[config.mk]
export PLATFORM = sky130hd
export DESIGN_NAME = rom_loader_flat
export DESIGN_NICKNAME = d
export VERILOG_FILES = /design/src/verilog/rom_bank_pkg.sv /design/src/verilog/rom_bank_if.sv /design/src/verilog/rom_loader.sv /design/src/flat_wrapper.sv
export VERILOG_INCLUDE_DIRS = /design/src /design/src/verilog
export SDC_FILE = /design/constraint.sdc
export NUM_CORES = 1
export LEC_CHECK = 0
export BUFFER_PORTS_ARGS = -buffer_cell sky130_fd_sc_hd__buf_2
export CAP_MARGIN = 20
export CORE_UTILIZATION = 43
export CTS_BUF_LIST = sky130_fd_sc_hd__clkbuf_8 sky130_fd_sc_hd__clkbuf_16
export DETAILED_ROUTE_END_ITERATION = 12
export HOLD_SLACK_MARGIN = 0.15
export PLACE_DENSITY = 0.72
export SLEW_MARGIN = 25
export SYNTH_ARGS = -nofsm -noshare
export SYNTH_HDL_FRONTEND = slang
export SYNTH_SLANG_ARGS = --single-unit
export TNS_END_PERCENT = 20
[constraint.sdc]
create_clock -name clk -period 2.9 [get_ports clk]
set_input_delay 0.29 -clock clk [delete_from_list [all_inputs] [get_ports clk]]
set_output_delay 0.29 -clock clk [all_outputs]
set_load 0.005 [all_outputs]
[src/verilog/rom_bank_defines.svh]
// --------------------------------------------------
// Bank geometry, read latency and download layout
// --------------------------------------------------
`ifndef ROM_BANK_DEFINES_SVH
`define ROM_BANK_DEFINES_SVH

`default_nettype none

// Word address width of the bank
`define BANK_AW     12

// Cycles from read ack to rdy
`define BANK_LAT    3

// Download header length in bytes
`define HEADER_LEN  32

// Header byte offsets
`define HDR_FLAGS   16
`define HDR_GAME    24

// Sound region start, in words
`define SND_OFFSET  64

`default_nettype wire

`endif

[src/verilog/rom_bank_pkg.sv]
// --------------------------------------------------
// Shared bank address, data and read word types
// --------------------------------------------------
`include "rom_bank_defines.svh"

`default_nettype none

package rom_bank_pkg;

    // Word address into the bank
    typedef logic [`BANK_AW-1:0] bank_addr_t;

    // Bank data word
    typedef logic [15:0] bank_word_t;

    // Download and snd slot byte
    typedef logic [7:0] rom_byte_t;

    // Byte view of a bank word, first downloaded byte high
    typedef struct packed {
        rom_byte_t hi;
        rom_byte_t lo;
    } bank_bytes_t;

    // Read word seen either whole or as two bytes
    typedef union packed {
        bank_word_t  word;
        bank_bytes_t bytes;
    } bank_rdata_u;

endpackage

`default_nettype wire

[src/verilog/rom_bank_if.sv]
// --------------------------------------------------
// Bank write and bank read interfaces
// --------------------------------------------------
`timescale 1ns/1ns

`default_nettype none

// Loader to bank, we held until the ack pulse
interface bank_wr_if;
    rom_bank_pkg::bank_addr_t addr;
    rom_bank_pkg::bank_word_t data;
    logic                     we;
    logic                     ack;

    modport wr_src (output addr, output data, output we, input ack);
    modport wr_dst (input addr, input data, input we, output ack);
endinterface


`default_nettype wire

[src/verilog/rom_loader.sv]
// --------------------------------------------------
// Download loader: header decode, byte pairing and
// bank write requests
// --------------------------------------------------
`timescale 1ns/1ns

`include "rom_bank_defines.svh"

`default_nettype none

module rom_loader (
    input  wire                            clk,
    input  wire                            reset,
    input  wire                            downloading,
    input  wire  [24:0]                    ioctl_addr,
    input  wire  rom_bank_pkg::rom_byte_t  ioctl_data,
    input  wire                            ioctl_wr,
    output logic                           dwnld_busy,
    output rom_bank_pkg::rom_byte_t        game_id,
    output logic                           dec_en,
    output logic                           dec_type,
    bank_wr_if.wr_src                      wr
);

    logic                    header;     // Address still inside the header
    logic [24:0]             data_addr;  // Byte address past the header
    logic                    hdr_wr;
    logic                    data_wr;
    rom_bank_pkg::rom_byte_t hi_byte;    // Even byte waiting for its pair

    assign header    = ioctl_addr < 25'(`HEADER_LEN);
    assign data_addr = ioctl_addr - 25'(`HEADER_LEN);
    assign hdr_wr    = downloading && ioctl_wr && header;
    assign data_wr   = downloading && ioctl_wr && !header;

    // Busy until the last word has reached the bank
    assign dwnld_busy = downloading || wr.we;

    // Header fields
    always_ff @(posedge clk) begin
        if (reset) begin
            game_id  <= '0;
            dec_en   <= 1'b0;
            dec_type <= 1'b0;
        end else if (hdr_wr) begin
            if (ioctl_addr == 25'(`HDR_GAME)) begin
                game_id <= ioctl_data;
            end
            if (ioctl_addr == 25'(`HDR_FLAGS)) begin
                dec_en   <= |ioctl_data[1:0];  // Either decoder type
                dec_type <= ioctl_data[1];
            end
        end
    end

    // Write request, held until the bank answers
    always_ff @(posedge clk) begin
        if (reset) begin
            wr.we <= 1'b0;
        end else if (data_wr && data_addr[0]) begin
            wr.we <= 1'b1;
        end else if (wr.ack) begin
            wr.we <= 1'b0;
        end
    end

    // Pairing of download bytes into words
    always_ff @(posedge clk) begin
        if (data_wr) begin
            if (!data_addr[0]) begin
                hi_byte <= ioctl_data;  // First byte goes high
            end else begin
                wr.addr <= data_addr[`BANK_AW:1];
                wr.data <= {hi_byte, ioctl_data};
            end
        end
    end

endmodule

`default_nettype wire

[src/flat_wrapper.sv]
// flat-port wrapper written by rule: the top's interface ports become plain ports
module rom_loader_flat 
  (clk, reset, downloading, ioctl_addr, ioctl_data, ioctl_wr, dwnld_busy, game_id, dec_en, dec_type, wr_addr, wr_data, wr_we, wr_ack);
  bank_wr_if wr_i ();
  input  wire clk;
  input  wire reset;
  input  wire downloading;
  input  wire  [24:0] ioctl_addr;
  input  wire  rom_bank_pkg::rom_byte_t ioctl_data;
  input  wire ioctl_wr;
  output logic dwnld_busy;
  output rom_bank_pkg::rom_byte_t game_id;
  output logic dec_en;
  output logic dec_type;
  output wire logic [$bits(wr_i.addr)-1:0] wr_addr;
  output wire logic [$bits(wr_i.data)-1:0] wr_data;
  output wire logic [$bits(wr_i.we)-1:0] wr_we;
  input wire logic [$bits(wr_i.ack)-1:0] wr_ack;
  assign wr_addr = wr_i.addr;
  assign wr_data = wr_i.data;
  assign wr_we = wr_i.we;
  assign wr_i.ack = wr_ack;
  rom_loader u_core (.clk(clk), .reset(reset), .downloading(downloading), .ioctl_addr(ioctl_addr), .ioctl_data(ioctl_data), .ioctl_wr(ioctl_wr), .dwnld_busy(dwnld_busy), .game_id(game_id), .dec_en(dec_en), .dec_type(dec_type), .wr(wr_i));
endmodule
; Word level (Yosys, flattened, before mapping)
; Index checks and enable logic that the tools add are counted.
[word_totals]
elab_cells = 26
mem_count = 0
out_inout_bits = 40
latch_bits = 0
ram_bits = 0
romBits = 0
register_bits = 47
[classes]
reduce_logical = 12
multipliers = 0
eq_ne = 2
addsub = 1
magnitude_cmp = 1
n_div = 0
n_bitwise = 1
shifts = 0
muxes = 2
[ops]
columns = op, count
row1 = "== test 25 x 5 -> 1 bit, second input constant", 2
row2 = "< comparator 25 x 6 -> 1 bit, second input constant", 1
row3 = "subtractor 13 x 6 -> 13 bit, second input constant", 1
row4 = AND reduction 2 bit, 4
row5 = logical AND 1 bit, 4
row6 = 2-to-1 mux 1 bit, 2
row7 = nonzero test 2 bit, 1
row8 = OR reduction 2 bit, 1
row9 = logical NOT 1 bit, 1
row10 = logical OR 1 bit, 1
row11 = NOT 1 bit, 1

; Depth between registers and ports, before layout
[logic_depth]
ltp_word = 5
depth_mapped = 7
depth_no_buf = 6

; Worst setup path after synthesis
; OpenSTA, ideal clock, no wires.
[synth_path]
path_kind = input -> register
startpoint = input port ioctl_addr[21]
endpoint = register u_core.wr.addr[0], enable pin
t_required_ns = 2.521
arrival_ns = 1.825
path_slack_ns = 0.697
cell_stages = 5
cell_sequence = or4_4 -> or3_1 -> buf_6 -> o21bai_1 -> inv_1
[synth_between]
elab_chain_cells = 4
[synth_lines]
columns = item, line
row1 = "start, declared", flat_wrapper.sv:8  ; input wire [24:0] ioctl_addr;
row2 = < comparator 25 x 6 -> 1 bit, rom_loader.sv:31  ; assign header = ioctl_addr < 25'(`HEADER_LEN);
row3 = logical NOT 1 bit, rom_loader.sv:34  ; assign data_wr = downloading && ioctl_wr && !header;
row4 = logical AND 1 bit, rom_loader.sv:34
row5 = AND reduction 2 bit (no line), --
row6 = "end signal, assigned", rom_loader.sv:73  ; wr.addr <= data_addr[`BANK_AW:1];
row7 = "end, declared", rom_bank_if.sv:15  ; modport wr_src (output addr, output data, output we, input ack);
; Every way passes these cells.
; A chain may end at the register's enable or synchronous reset.

; Worst setup path after layout
[layout_path]
startpoint = input port ioctl_addr[21]
endpoint = register u_core.wr.data[11], enable pin
[layout_between]
elab_chain_cells = 4
[layout_lines]
columns = item, line
row1 = < comparator 25 x 6 -> 1 bit, rom_loader.sv:31
row2 = logical NOT 1 bit, rom_loader.sv:34
row3 = logical AND 1 bit, rom_loader.sv:34
row4 = AND reduction 2 bit (no line), --
row5 = "end signal, assigned", rom_loader.sv:74  ; wr.data <= {hi_byte, ioctl_data};
row6 = "end, declared", rom_bank_if.sv:15
; Every way passes these cells.

==> impl_metrics.ini <==
[outcome]
run_status = finished, final reports clean

[layout]
num_antenna_cells = 0
ratio_of_cells_with_drive_above_1_in_the_final_layout = 0.4857
finish.cell_count_without_fillers = 260
num-nets-final = 248
total_of_fill_cells_in_the_finished_design = 351
synth_to_layout_area_growth_pct = 26.84

[sta]
setup-violations-final = 0
final-hold-violation-count = 0
timing_worst_slew_pin_value_ps = 741.7
finalCriticalPeriod_ps = 2054
tns_ps = 0
slew_violations = 0
worst_slew_margin_rel = 0.5014
fin_crit_sh = 0.7082
rsz0062_at_grt = no
final.setup_skew_ps = 6.372
timing.fmax_ghz = 0.4869
hold_ws_ps = 181.2

[pwr]
p_leak_nw = 0.9649
ir_worst_vdd_uv = 216.9
power_per_cell_area_nw_per_um2 = 497.7
reg_power_frac = 0.619
power_switching_share = 0.2162
power.internal_uw = 952.7
switching_power_of_the_nets_uw = 262.8
power_frac_comb = 0.071
share_clk_of_total_power = 0.309

[drt]
route.vias.total = 1387
antenna_left = 0
routed_wire_length_per_instance_um = 14.97
finalWirelength_mm = 3.893
drc_errors = 0
drt_pass1_iterations = 4
viasPerCell = 5.335
detail_route.iter0.violations = 111

[synthesis]
synth_seq_cells = 47
async_reset_ff_frac = 0
synth.largest_area_cell = edfxtp_1
post_synthesis_instance_area_um2 = 1926
dominantRegCellSynth = edfxtp_1
synth_warnings = 0
yosysSeqAreaShare = 0.6758
syn_avg_cell_area_um2 = 15.04
post-synth-top-count-cell = edfxtp_1
synthTopCellsByCount = 36 x edfxtp_1, 11 x dfxtp_1, 9 x a21oi_1, 8 x nand4_1, 8 x o41ai_2
syn_inst = 128
netlist_top_cells_area = edfxtp_1 56%, dfxtp_1 11%, o41ai_2 6.8%
number_of_enable_flip_flop_cells_after_synthesis = 36
yosys.area.top_type_share = 0.5614
synth.distinct_cells = 35
synthesis.nets = 167

[clock_network]
clk_path_buf_depth = 2
cts_hold_buf = 0
cts_sinks = 47
cts_inserted_buffers = 5
htree_num_levels = 2
cts_tree = yes
cts_root_buf = clkbuf_8
cts.clk_slew.worst_paths_ps = 80
clk_latency_ps = 300
cts_post_setup_buffers_inserted = 0
post_cts.resized_instances = 0

[critical_path]
crit_chain = buf_2 -> or4_4 -> or3_1 -> o21bai_1 -> inv_1 -> buf_4
cp.buffers_inverters = 3
worstPathArrival_ps = 2080
cp.required_ps = 2930
worst_setup_path_start_kind = primary input
max_stage_delay_ps = 550
worst-setup-path-type = primary input to flop
crit_family = simple AND/OR/NAND/NOR gates
cp-end-kind = flop
highest_delay_cell_along_the_critical_path = or4_4
r2r_slack_ps = 2210
critical_path_peak_fanout = 28

[placed_design]
post-place-cells = 252
dp_hpwl_mm = 3.057
io_buffers = 77
place.gp.congestion = 0.7461

[flow_run]
max-cap-violations = 0

[global_routing]
grt_antenna_before_repair = 0
grt_pass1_wl_mm = 5.802
grt.overflow.total = 0
number_of_global_route_vias_before_repair = 1275
grt_start_max_net_pins = 29
grtUsageTotal = 0.1730

[floorplanning]
core_um2 = 4144
ioPinCount = 78
initial_core_util = 0.4647
chipHeight_um = 68.92
die_area_um2 = 4750
die_w_um = 68.92
placementRows = 23

[min_path]
worst_hold_path_type = primary input to flop
## metal layers
layer | vias to the layer above | global-route usage | routed length [µm]
li1 | 670 | - | -
met1 | 641 | 0.2011 | 1585
met2 | 71 | 0.2961 | 1937
met3 | 5 | 0.04770 | 322
met4 | 0 | 0.07653 | 47
met5 | - | 0 | 0
## layout by cell type (no fill, tap or decap), types with 3 or more instances in the layout
master    instances
xor2_1            3
buf_2            77
edfxtp_1         36
nand3_1           3
nand2b_1          4
a21oi_1           9
clkbuf_8          5
nor2_1            4
nand4_1           8
o41ai_2           8
nor4_1            4
dfxtp_1          11
or3_1             4
inv_1             5
## path summary, 6_finish.rpt
path,cells past startpoint,start,end
setup / recovery,6,ioctl_addr[21],u_core.wr.data[11]
hold reg to reg,0,u_core.hi_byte[7],u_core.wr.data[15]
hold / removal,1,ioctl_addr[1],u_core.wr.addr[0]
setup reg to reg,2,u_core.game_id[4],u_core.game_id[4]
## sequential cells by signal, summed over array words and instances, names as in the netlist
| signal | count |
|---|---|
| u_core.dec_en | 1 |
| u_core.wr.we | 1 |
| u_core.game_id | 8 |
| u_core.wr.data | 16 |
| u_core.wr.addr | 12 |
| u_core.dec_type | 1 |
| u_core.hi_byte | 8 |
## cell type report
| type | instances | area, µm² | area share |
|---|---|---|---|
| clock buffer | 5 | 68.82 | 0.02818 |
| clock inverter | 3 | 16.27 | 0.006660 |
| inverter | 4 | 15.01 | 0.006148 |
| multi-input combinational | 72 | 578.1 | 0.2367 |
| sequential | 47 | 1301 | 0.5328 |
| tap | 50 | 62.56 | 0.02561 |
| timing repair buffer | 79 | 400.4 | 0.1639 |
## logic make-up after synthesis
group,after synthesis,share of synthesized area
flip-flops,47,0.6758
AND/OR/NAND/NOR,44,0.1579
AO/OA/AOI/OAI,20,0.1027
buffers and inverters,9,0.02404
XOR/XNOR,5,0.02275
multiplexers,2,0.01040
adder cells (fa/ha/maj),1,0.006497
## power groups by stage
stage          registers [mW]  clock network (mW)  logic, mW
2_1_floorplan           0.770                   0     0.0278
3_3_place_gp            0.767                   0     0.0836
3_5_place_dp            0.769                   0     0.0871
4_1_cts                 0.753               0.379     0.0873
5_1_grt                 0.755               0.403     0.0958
6_report                0.753               0.376     0.0867
## metrics by stage
step	area [µm²]	setup slack (ps)	total power, mW	utilization
after floorplan	1926	696.6	0.7982	-
after global placement	2357	618.3	0.8510	0.5688
after detailed placement	2357	547.9	0.8560	0.5688
after CTS	2442	864.1	1.219	0.5894
after global routing	2442	757.8	1.254	0.5894
final	2442	846.3	1.216	0.5894
No activity file was read; power rests on OpenSTA's default activity.
