===== src/verilog/rom_bank_defines.svh =====
// --------------------------------------------------
// Bank geometry, read latency and download layout
// --------------------------------------------------
`ifndef ROM_BANK_DEFINES_SVH
`define ROM_BANK_DEFINES_SVH

`default_nettype none

// Word address width of the bank
`define BANK_AW     12

// Cycles from read ack to rdy
`define BANK_LAT    3

// Download header length in bytes
`define HEADER_LEN  32

// Header byte offsets
`define HDR_FLAGS   16
`define HDR_GAME    24

// Sound region start, in words
`define SND_OFFSET  64

`default_nettype wire

`endif


===== src/verilog/rom_bank_pkg.sv =====
// --------------------------------------------------
// Shared bank address, data and read word types
// --------------------------------------------------
`include "rom_bank_defines.svh"

`default_nettype none

package rom_bank_pkg;

    // Word address into the bank
    typedef logic [`BANK_AW-1:0] bank_addr_t;

    // Bank data word
    typedef logic [15:0] bank_word_t;

    // Download and snd slot byte
    typedef logic [7:0] rom_byte_t;

    // Byte view of a bank word, first downloaded byte high
    typedef struct packed {
        rom_byte_t hi;
        rom_byte_t lo;
    } bank_bytes_t;

    // Read word seen either whole or as two bytes
    typedef union packed {
        bank_word_t  word;
        bank_bytes_t bytes;
    } bank_rdata_u;

endpackage

`default_nettype wire


===== src/verilog/rom_bank_if.sv =====
// --------------------------------------------------
// Bank write and bank read interfaces
// --------------------------------------------------
`timescale 1ns/1ns

`default_nettype none


// Slots to bank, rd held until ack and data valid with rdy
interface bank_rd_if;
    rom_bank_pkg::bank_addr_t  addr;
    logic                      rd;
    logic                      ack;
    logic                      rdy;
    rom_bank_pkg::bank_rdata_u data;

    modport rd_src (output addr, output rd, input ack, input rdy, input data);
    modport rd_dst (input addr, input rd, output ack, output rdy, output data);
endinterface

`default_nettype wire


===== src/verilog/rom_slots.sv =====
// --------------------------------------------------
// Cached gfx and snd read slots sharing one bank
// --------------------------------------------------
`timescale 1ns/1ns

`include "rom_bank_defines.svh"

`default_nettype none

module rom_slots (
    input  wire                             clk,
    input  wire                             reset,
    input  wire                             downloading,
    // gfx slot, 16-bit words
    input  wire                             gfx_cs,
    input  wire  rom_bank_pkg::bank_addr_t  gfx_addr,
    output logic                            gfx_ok,
    output rom_bank_pkg::bank_word_t        gfx_data,
    // snd slot, byte address into the sound region
    input  wire                             snd_cs,
    input  wire  [`BANK_AW-1:0]             snd_addr,
    output logic                            snd_ok,
    output rom_bank_pkg::rom_byte_t         snd_data,
    bank_rd_if.rd_src                       rd
);

    localparam rom_bank_pkg::bank_addr_t SND_BASE = `BANK_AW'(`SND_OFFSET);

    rom_bank_pkg::bank_addr_t  snd_waddr;
    rom_bank_pkg::bank_addr_t  gfx_tag;
    rom_bank_pkg::bank_addr_t  snd_tag;
    rom_bank_pkg::bank_rdata_u gfx_q;
    rom_bank_pkg::bank_rdata_u snd_q;
    logic                      gfx_valid;
    logic                      snd_valid;
    logic                      gfx_hit;
    logic                      snd_hit;
    logic                      gfx_miss;
    logic                      snd_miss;
    logic                      busy;    // Request out until rdy
    logic                      owner;   // 1 when snd owns the bank
    logic                      prio;    // Winner on a tie, 1 for snd
    logic                      pick;

    // Sound words start at the region offset
    assign snd_waddr = SND_BASE + {1'b0, snd_addr[`BANK_AW-1:1]};

    assign gfx_hit  = gfx_valid && (gfx_tag == gfx_addr);
    assign snd_hit  = snd_valid && (snd_tag == snd_waddr);
    assign gfx_miss = gfx_cs && !gfx_hit;
    assign snd_miss = snd_cs && !snd_hit;
    assign pick     = (gfx_miss && snd_miss) ? prio : snd_miss;

    assign gfx_ok   = gfx_cs && gfx_hit;
    assign snd_ok   = snd_cs && snd_hit;
    assign gfx_data = gfx_q.word;
    assign snd_data = snd_addr[0] ? snd_q.bytes.lo : snd_q.bytes.hi;  // Even byte is high

    // Arbitration and request handshake
    always_ff @(posedge clk) begin
        if (reset) begin
            rd.rd     <= 1'b0;
            busy      <= 1'b0;
            owner     <= 1'b0;
            prio      <= 1'b0;
            gfx_valid <= 1'b0;
            snd_valid <= 1'b0;
        end else begin
            if (!busy && !downloading && (gfx_miss || snd_miss)) begin
                rd.rd <= 1'b1;
                busy  <= 1'b1;
                owner <= pick;
                prio  <= !pick;  // Other slot wins the next tie
            end
            if (rd.ack) begin
                rd.rd <= 1'b0;
            end
            if (busy && rd.rdy) begin
                busy <= 1'b0;
                if (owner) begin
                    snd_valid <= 1'b1;
                end else begin
                    gfx_valid <= 1'b1;
                end
            end
            // Bank contents change during a download
            if (downloading) begin
                gfx_valid <= 1'b0;
                snd_valid <= 1'b0;
            end
        end
    end

    // Request address and cached words
    always_ff @(posedge clk) begin
        if (!busy && !downloading && (gfx_miss || snd_miss)) begin
            rd.addr <= pick ? snd_waddr : gfx_addr;
        end
        if (busy && rd.rdy) begin
            if (owner) begin
                snd_tag <= rd.addr;
                snd_q   <= rd.data;
            end else begin
                gfx_tag <= rd.addr;
                gfx_q   <= rd.data;
            end
        end
    end

endmodule

`default_nettype wire

===== src/flat_wrapper.sv =====
// flat-port wrapper written by rule: the top's interface ports become plain ports
module rom_slots_flat 
  (clk, reset, downloading, gfx_cs, gfx_addr, gfx_ok, gfx_data, snd_cs, snd_addr, snd_ok, snd_data, rd_addr, rd_rd, rd_ack, rd_rdy, rd_data);
  bank_rd_if rd_i ();
  input  wire clk;
  input  wire reset;
  input  wire downloading;
  input  wire gfx_cs;
  input  wire  rom_bank_pkg::bank_addr_t gfx_addr;
  output logic gfx_ok;
  output rom_bank_pkg::bank_word_t gfx_data;
  input  wire snd_cs;
  input  wire  [`BANK_AW-1:0] snd_addr;
  output logic snd_ok;
  output rom_bank_pkg::rom_byte_t snd_data;
  output wire logic [$bits(rd_i.addr)-1:0] rd_addr;
  output wire logic [$bits(rd_i.rd)-1:0] rd_rd;
  input wire logic [$bits(rd_i.ack)-1:0] rd_ack;
  input wire logic [$bits(rd_i.rdy)-1:0] rd_rdy;
  input wire logic [$bits(rd_i.data)-1:0] rd_data;
  assign rd_addr = rd_i.addr;
  assign rd_rd = rd_i.rd;
  assign rd_i.ack = rd_ack;
  assign rd_i.rdy = rd_rdy;
  assign rd_i.data = rd_data;
  rom_slots u_core (.clk(clk), .reset(reset), .downloading(downloading), .gfx_cs(gfx_cs), .gfx_addr(gfx_addr), .gfx_ok(gfx_ok), .gfx_data(gfx_data), .snd_cs(snd_cs), .snd_addr(snd_addr), .snd_ok(snd_ok), .snd_data(snd_data), .rd(rd_i));
endmodule

===== config.mk =====
export PLATFORM = sky130hd
export DESIGN_NAME = rom_slots_flat
export DESIGN_NICKNAME = d
export VERILOG_FILES = /design/src/verilog/rom_bank_pkg.sv /design/src/verilog/rom_bank_if.sv /design/src/verilog/rom_slots.sv /design/src/flat_wrapper.sv
export VERILOG_INCLUDE_DIRS = /design/src /design/src/verilog
export SDC_FILE = /design/constraint.sdc
export NUM_CORES = 1
export LEC_CHECK = 0
export ABC_CLOCK_PERIOD_IN_PS = 4600
export BUFFER_PORTS_ARGS = -buffer_cell sky130_fd_sc_hd__buf_2
export CORE_UTILIZATION = 44
export DETAILED_ROUTE_END_ITERATION = 8
export PLACE_DENSITY_LB_ADDON = 0.05
export SLEW_MARGIN = 20
export SYNTH_ARGS = -nofsm -noshare
export SYNTH_HDL_FRONTEND = slang
export SYNTH_SLANG_ARGS = --single-unit

===== constraint.sdc =====
create_clock -name clk -period 4.6 [get_ports clk]
set_clock_uncertainty 0.05 [all_clocks]
set_input_delay 0.23 -clock clk [delete_from_list [all_inputs] [get_ports clk]]
set_output_delay 0.23 -clock clk [all_outputs]
set_load 0.01 [all_outputs]

* Word level (Yosys, flattened, before mapping)
Cells that the tools add are included.
** Storage, ports and cells
- Output and inout bits :: 39
- Bits in registers :: 74
- Input port bits :: 47
- Logic and storage cells :: 39
** Cells by class
- Bitwise logic cells :: 1
- Muxes and demuxes :: 3
- $add $sub $neg :: 1
- Reduce and logical (&&, ||, !) cells :: 21
- Eq/ne operators :: 2
** Operator list (number)
- equality test 12 bit :: 2
- adder 7 x 11 -> 12 bit, first input constant :: 1
- two-way mux 12 bit :: 1
- logical AND 1 bit :: 10
- two-way mux 8 bit :: 1
- OR reduction 2 bit :: 3
- logical NOT 1 bit :: 5
- AND reduction 2 bit :: 2
- logical OR 1 bit :: 1
- two-way mux 1 bit :: 1
- NOT 1 bit :: 1

* Depth between registers and ports, before layout
Gate-level depths: netlist (run 1).
- Depth after elaboration :: 8
- Mapped depth :: 8

* Worst setup path before layout (run 1)
No wires, ideal clock.
- Kind :: register to register
- Start :: register u_core.gfx_tag[3]
- End :: register u_core.rd.addr[10] (data pin)
- Library setup time :: 0.260 ns
- Path slack :: 2.489 ns
- Buffers on the path :: 1
- Stages on the path, launching flop included :: 8
- Data arrival time :: 1.801 ns
- Data required time :: 4.290 ns
- Cell sequence :: edfxtp_1 xnor2_1 nand4_1 nor4_1 and2b_2 a21boi_4 buf_12 mux2_4
** On the way
- Cells in the longest elaborated chain, start to end :: 7
** Ends and longest elaborated chain
- start, declared :: RTL line rom_slots.sv:30 : rom_bank_pkg::bank_addr_t gfx_tag;
- start signal, assigned :: RTL line rom_slots.sv:104 : gfx_tag <= rd.addr;
- equality test 12 bit :: RTL line rom_slots.sv:48 : assign gfx_hit = gfx_valid && (gfx_tag == gfx_addr);
- logical AND 1 bit :: RTL line rom_slots.sv:48
- logical NOT 1 bit :: RTL line rom_slots.sv:50 : assign gfx_miss = gfx_cs && !gfx_hit;
- logical AND 1 bit :: RTL line rom_slots.sv:50
- logical AND 1 bit :: RTL line rom_slots.sv:52 : assign pick = (gfx_miss && snd_miss) ? prio : snd_miss;
- two-way mux 1 bit :: RTL line rom_slots.sv:52
- two-way mux 12 bit :: RTL line rom_slots.sv:97 : rd.addr <= pick ? snd_waddr : gfx_addr;
- end signal, assigned :: RTL line rom_slots.sv:97
- end, declared :: RTL line rom_bank_if.sv:17 : modport rd_src (output addr, output rd, input ack, input rdy, input data);
Every way passes these cells.
A chain may end at the register's enable or synchronous reset.

* Final worst setup path (run 1)
- Start :: register u_core.gfx_tag[9]
- End :: register u_core.rd.addr[2] (data pin)
Same word-level chain as after synthesis.

==> impl_metrics.toml, run 1 <==
[die]
core_mm2 = 0.00646
num_rows = 29
die_height_um = 84.4
dieArea_mm2 = 0.00712
io_pins = 86
initial_core_util_pct = 46.3
die_x_um = 84.4

[final_layout]
final_cells = 352
drive_above_1_share_pct = 46.5
num-nets-final = 318
final_cell_mix = "buf_2, edfxtp_1, xnor2_1"
fill_cells = 548
multi_input_area_um2 = 769
mostFrequentLayoutCell = "buf_2"
n_antenna_cell = 0
seq_area_mm2 = 0.00216
area_growth_pct = 25.0
postLayoutCoreUtil_pct = 57.8
fin_area_mm2 = 0.00373

[routing]
num_vias = 1755
first_iter_violations = 81
via_per_inst = 4.99
drt_wl_total_mm = 5.73
wire_per_inst_um = 16.3
dr.pass1.iters = 8
drcViolationCount = 9
ant_nets = 0

[setup_path]
r2r_start = "u_core.gfx_tag[9]$_DFFE_PP_"
crit_path_end_kind = "flop"
critPathMaxFanout = 13
worstPathArrival_ns = 2.53
r2r-end = "u_core.rd.addr[2]$_DFFE_PP_"
cp.required_ns = 4.64
critPathKind = "flop to flop"
r2r_slack_ns = 2.11
cp-start-kind = "flop"
cp-startpoint = "u_core.gfx_tag[9]$_DFFE_PP_"
rr_worst_depth = 6
crit_path_end = "u_core.rd.addr[2]$_DFFE_PP_"

[yosys]
yosys.area_share.simple_pct = 6.11
synth_compound_area_share_pct = 3.39
synthMuxAreaShare_pct = 8.17
synth-seq-area-share_pct = 72.4
synth_xor_xnor_area_share_pct = 7.58
netlist_area_mm2 = 0.00299
ys_warn_count = 0
syn_area_per_cell_um2 = 17.3
synth_top_family_by_area = "multiplexers"
synth_seq_cells = 74
netlist_instances = 173
ys_types = 39
synthAdderAreaFrac_pct = 0.419
synth_nets = 221

[cts]
postCtsHoldBufs = 1
cts_resized = 0
cts_htree_levels = 3
clkTransAtPathRegs_ns = 0.08
cts_tree = "built"
numCtsBuffers = 9
cts_setup_buffers = 0
cts_sinks = 74
worstSkewPairLatency_ns = 0.34
cts_root_buf = "clkbuf_8"
cts_buffer_depth = 2

[grt]
grt_pass1_wl_mm = 8.87
track_usage_pct = 17.3
globalRouteOverflowTotal = 0
antenna_found_initial = 0
grt_max_degree = 23
grt_pass1_vias = 1763

[place]
placed_area_mm2 = 0.00350
pre_cts_ws_ns = 1.98
place_congestion = 0.745
post-dp-hpwl_mm = 4.16
io_buffer_count = 85
placed_cells = 334

[timing]
worst_slew_pin_slew_ns = 0.596
hold_viol = 0
setup_ws_ns = 2.11
grt_setup_unrepaired = "no"
setup-violations-final = 0
drv_slew = 0
fin_crit_sh_pct = 54.2
fmax_mhz = 401
fin_setup_tns_ns = 0
whs_ns = 0.0230
maxSlewHeadroom_pct = 60.2
period_needed_ns = 2.49

[power]
p_per_area_mw_per_mm2 = 382
p_total_mw = 1.43
peakVddDrop_uv = 213
p_leak_nw = 1.42

[flow_run]
maxCapViolCount = 0

[worst_hold_path]
hold_path_class = "input pin to flop"

[status]
violations = "DRC"
status = "finished, violations left"
-- per-layer routing --
| layer | global-route usage (%) | vias to the layer above | routed length, um |
|---|---|---|---|
| li1 | - | 844 | - |
| met1 | 20.9 | 845 | 2570 |
| met2 | 28.7 | 59 | 2760 |
| met3 | 5.41 | 7 | 323 |
| met4 | 7.40 | 0 | 72 |
| met5 | 0 | - | 0 |
-- flip-flops by register name, indices dropped and copies added, names as in the netlist --
register          count
u_core.gfx_tag       12
u_core.prio           1
u_core.snd_valid      1
u_core.gfx_valid      1
u_core.busy           1
u_core.rd.addr       12
u_core.snd_q         16
u_core.owner          1
u_core.gfx_data      16
u_core.snd_tag       12
u_core.rd.rd          1
-- synthesized netlist by cell type --
cell | n | area [um^2]
a31oi_2 | 1 | 12.5
nand2_1 | 6 | 22.5
a32o_1 | 1 | 10.0
mux2i_1 | 3 | 30.0
nor4_2 | 1 | 12.5
buf_12 | 1 | 20.0
mux2_2 | 11 | 124
and3_1 | 2 | 12.5
dfxtp_1 | 6 | 120
nor2_1 | 3 | 11.3
clkbuf_1 | 1 | 3.75
nor3_1 | 1 | 5.00
and4_2 | 1 | 10.0
a311oi_1 | 1 | 8.76
ha_1 | 1 | 12.5
xor2_1 | 2 | 17.5
xnor2_1 | 22 | 193
o21a_1 | 2 | 15.0
buf_2 | 1 | 5.00
a211o_1 | 1 | 8.76
a211oi_1 | 1 | 7.51
nand4b_1 | 1 | 8.76
nand2b_1 | 1 | 6.26
nand4_1 | 3 | 18.8
mux2_4 | 6 | 90.1
inv_1 | 8 | 30.0
nand3_2 | 1 | 10.0
nand3_1 | 3 | 15.0
a21boi_4 | 1 | 18.8
xnor2_2 | 1 | 16.3
and2b_2 | 1 | 8.76
a21oi_1 | 2 | 10.0
edfxtp_1 | 68 | 2040
or2_2 | 1 | 6.26
o21ai_0 | 2 | 10.0
nor3b_1 | 1 | 7.51
nor4_1 | 1 | 6.26
nor4b_1 | 1 | 8.76
and2_1 | 2 | 12.5
-- worst min path at each step --
stage	startpoint	endpoint	slack, ns	depth (start not counted)
after floorplan	reset	u_core.busy$_SDFFE_PP0P_	0.25	1
after global placement	rd_data[9]	u_core.gfx_data[9]$_DFFE_PP_	0.37	1
after detailed placement	rd_ack	u_core.rd.rd$_SDFFE_PP0P_	0.36	2
after CTS	rd_data[9]	u_core.gfx_data[9]$_DFFE_PP_	0.007	1
after global routing	rd_data[1]	u_core.gfx_data[1]$_DFFE_PP_	0.004	1
final	rd_data[14]	u_core.snd_q[14]$_DFFE_PP_	0.02	1
-- area by class of cell --
class,count,area share (%)
multi-input combinational,88,20.6
inverter,8,0.804
timing repair buffer,89,12.3
clock inverter,7,2.48
tap,77,2.58
sequential,74,57.9
clock buffer,9,3.32
-- cell families (layout without fill, tap and decap cells) --
family / Yosys count / after routing
DFF: 74 / 74
buffers and inverters: 11 / 113
and+or+nand+nor: 30 / 30
muxes: 20 / 20
adders and majority gates: 1 / 1
AOI/OAI and AO/OA: 12 / 12
xor gates and xnor gates: 25 / 25
-- power by group --
part / leakage (nW) / internal [mW] / switching [mW]
logic: 0.649 / 0.0561 / 0.0581
clock network: 0.103 / 0.304 / 0.239
registers: 0.670 / 0.759 / 0.0111
total: 1.42 / 1.12 / 0.308
-- worst max-delay path, stage by stage (launching register included) --
cell and delay (ns):
edfxtp_1 0.41, xnor2_1 0.17, nand4_1 0.14, nor4_1 0.27
and2b_2 0.29, a21boi_4 0.51, mux2_2 0.40
Power figures use the tool's default switching activity.
==> run 2: changes to the inputs <==
Settings changed: ABC_CLOCK_PERIOD_IN_PS 4600 to 2100.
Clock period 4.6 ns to 2.1 ns, I/O delays scaled along.
==> impl_metrics.toml, run 2 (synthesis results as in run 1) <==
[timing]
period_needed_ns = 2.20
worst_slew_pin_slew_ns = 0.373
grt_setup_unrepaired = "yes"
whs_ns = 0.0481
fmax_mhz = 455
drv_slew = 0
setup-violations-final = 9
setup_ws_ns = -0.0954
maxSlewHeadroom_pct = 75.0
hold_viol = 0
fin_crit_sh_pct = 105

[final_layout]
final_cell_mix = "buf_2, edfxtp_1, xnor2_1, dlygate4sd3_1, buf_4"
mostFrequentLayoutCell = "buf_2"
final_cells = 389
num-nets-final = 355
drive_above_1_share_pct = 48.7
n_antenna_cell = 0
area_growth_pct = 36.4

[worst_hold_path]
hold_path_class = "input pin to flop"
whs_endpoint = "u_core.rd.addr[2]$_DFFE_PP_"
hold_depth = 2
hp-start = "gfx_addr[2]"

[power]
p_leak_nw = 1.60
peakVddDrop_uv = 366
p_per_area_mw_per_mm2 = 731

[place]
io_buffer_count = 85
pre_cts_ws_ns = -0.176
place_congestion = 0.710
placed_cells = 350
post-dp-hpwl_mm = 4.23

[routing]
drt_wl_total_mm = 6.10
wire_per_inst_um = 15.7
num_vias = 1882
via_per_inst = 4.84
first_iter_violations = 97
ant_nets = 0
dr.pass1.iters = 6
drcViolationCount = 16

[die]
die_x_um = 84.4
num_rows = 29
dieArea_mm2 = 0.00712
io_pins = 86
initial_core_util_pct = 46.3
die_height_um = 84.4
core_mm2 = 0.00646

[setup_path]
cp.required_ns = 2.14
rr_worst_depth = 7
critPathMaxStageDelay_ns = 0.42
cp-start-kind = "flop"
cp_cell_sequence = "xnor2_2 -> nand3_1 -> nor4_2 -> and2b_2 -> a21boi_4 -> buf_6 -> mux2_4"
crit_path_end_kind = "flop"
r2r_start = "u_core.gfx_tag[8]$_DFFE_PP_"
worstPathArrival_ns = 2.23
critPathMaxFanout = 5
r2r_slack_ns = -0.1
critPathKind = "flop to flop"
cp_slowest_cell = "edfxtp_1"
r2r-end = "u_core.rd.addr[10]$_DFFE_PP_"

[grt]
grt_pass1_vias = 1856
grt_pass1_wl_mm = 9.36
antenna_found_initial = 0
grt_max_degree = 20
globalRouteOverflowTotal = 0
track_usage_pct = 17.7

[cts]
cts_htree_levels = 3
clkTransAtPathRegs_ns = 0.08
numCtsBuffers = 9
cts_sinks = 74
cts_root_buf = "clkbuf_8"
worstSkewPairLatency_ns = 0.34
cts_tree = "built"
cts_buffer_depth = 2

[status]
violations = "DRC, setup timing"
status = "finished, violations left"

[flow_run]
maxCapViolCount = 0
-- run 2: how the worst max path moves through the flow --
stage / to / startpoint
5_1_grt: u_core.rd.addr[1]$_DFFE_PP_ / u_core.gfx_tag[10]$_DFFE_PP_
4_1_cts: u_core.rd.addr[7]$_DFFE_PP_ / u_core.gfx_tag[8]$_DFFE_PP_
3_5_place_dp: u_core.rd.addr[1]$_DFFE_PP_ / u_core.gfx_tag[11]$_DFFE_PP_
6_report: u_core.rd.addr[10]$_DFFE_PP_ / u_core.gfx_tag[8]$_DFFE_PP_
2_1_floorplan: u_core.rd.addr[10]$_DFFE_PP_ / u_core.gfx_tag[3]$_DFFE_PP_
3_3_place_gp: u_core.rd.addr[1]$_DFFE_PP_ / u_core.gfx_tag[11]$_DFFE_PP_
-- run 2: timing repair --
item | CTS | global route
resized for setup | 9 | 6
setup buffers | 1 | 2
hold endpoints to repair | 37 | 0
pin swaps | 6 | 3
hold buffers | 20 | 0
setup endpoints to repair | 21 | 25
-- run 2: where the power goes --
group / leakage [nW] / internal (mW) / switching (mW)
combinational: 0.847 / 0.181 / 0.147
sequential: 0.670 / 1.66 / 0.0235
clock: 0.0807 / 0.432 / 0.533
total: 1.60 / 2.27 / 0.704
-- run 2: stage by stage --
stage	util [%]	setup TNS, ns	instance area [um^2]	total power [mW]
floorplan	-	0	2990	1.85
global placement	56.0	-2.41	3620	2.00
detailed placement	56.0	-3.00	3620	2.00
CTS	62.4	-1.10	4030	3.00
global route	63.1	-2.59	4080	3.09
finish	63.1	-0.781	4080	2.98
-- run 2: per-layer routing --
metal  track usage [%]  wire length, um
met5                 0                0
met4              7.70               78
met3              3.64              343
met2              28.9             2930
met1              23.3             2750
-- run 2: critical path: cells and delay by family, from the launching register on --
kind	cells	cell delay [ns]
simple gates	3	0.65
buf+inv	1	0.16
flops	1	0.42
mux	1	0.29
compound gates	1	0.22
xor+xnor	1	0.15
-- run 2: area by class of cell --
| type | count | area (um^2) |
|---|---|---|
| Tap cell | 77 | 96.3 |
| Fill cell | 491 | 2380 |
| Clock inverter | 6 | 41.3 |
| Multi-Input combinational cell | 88 | 820 |
| Timing Repair Buffer | 126 | 798 |
| Clock buffer | 10 | 128 |
| Sequential cell | 74 | 2160 |
| Inverter | 8 | 30.0 |
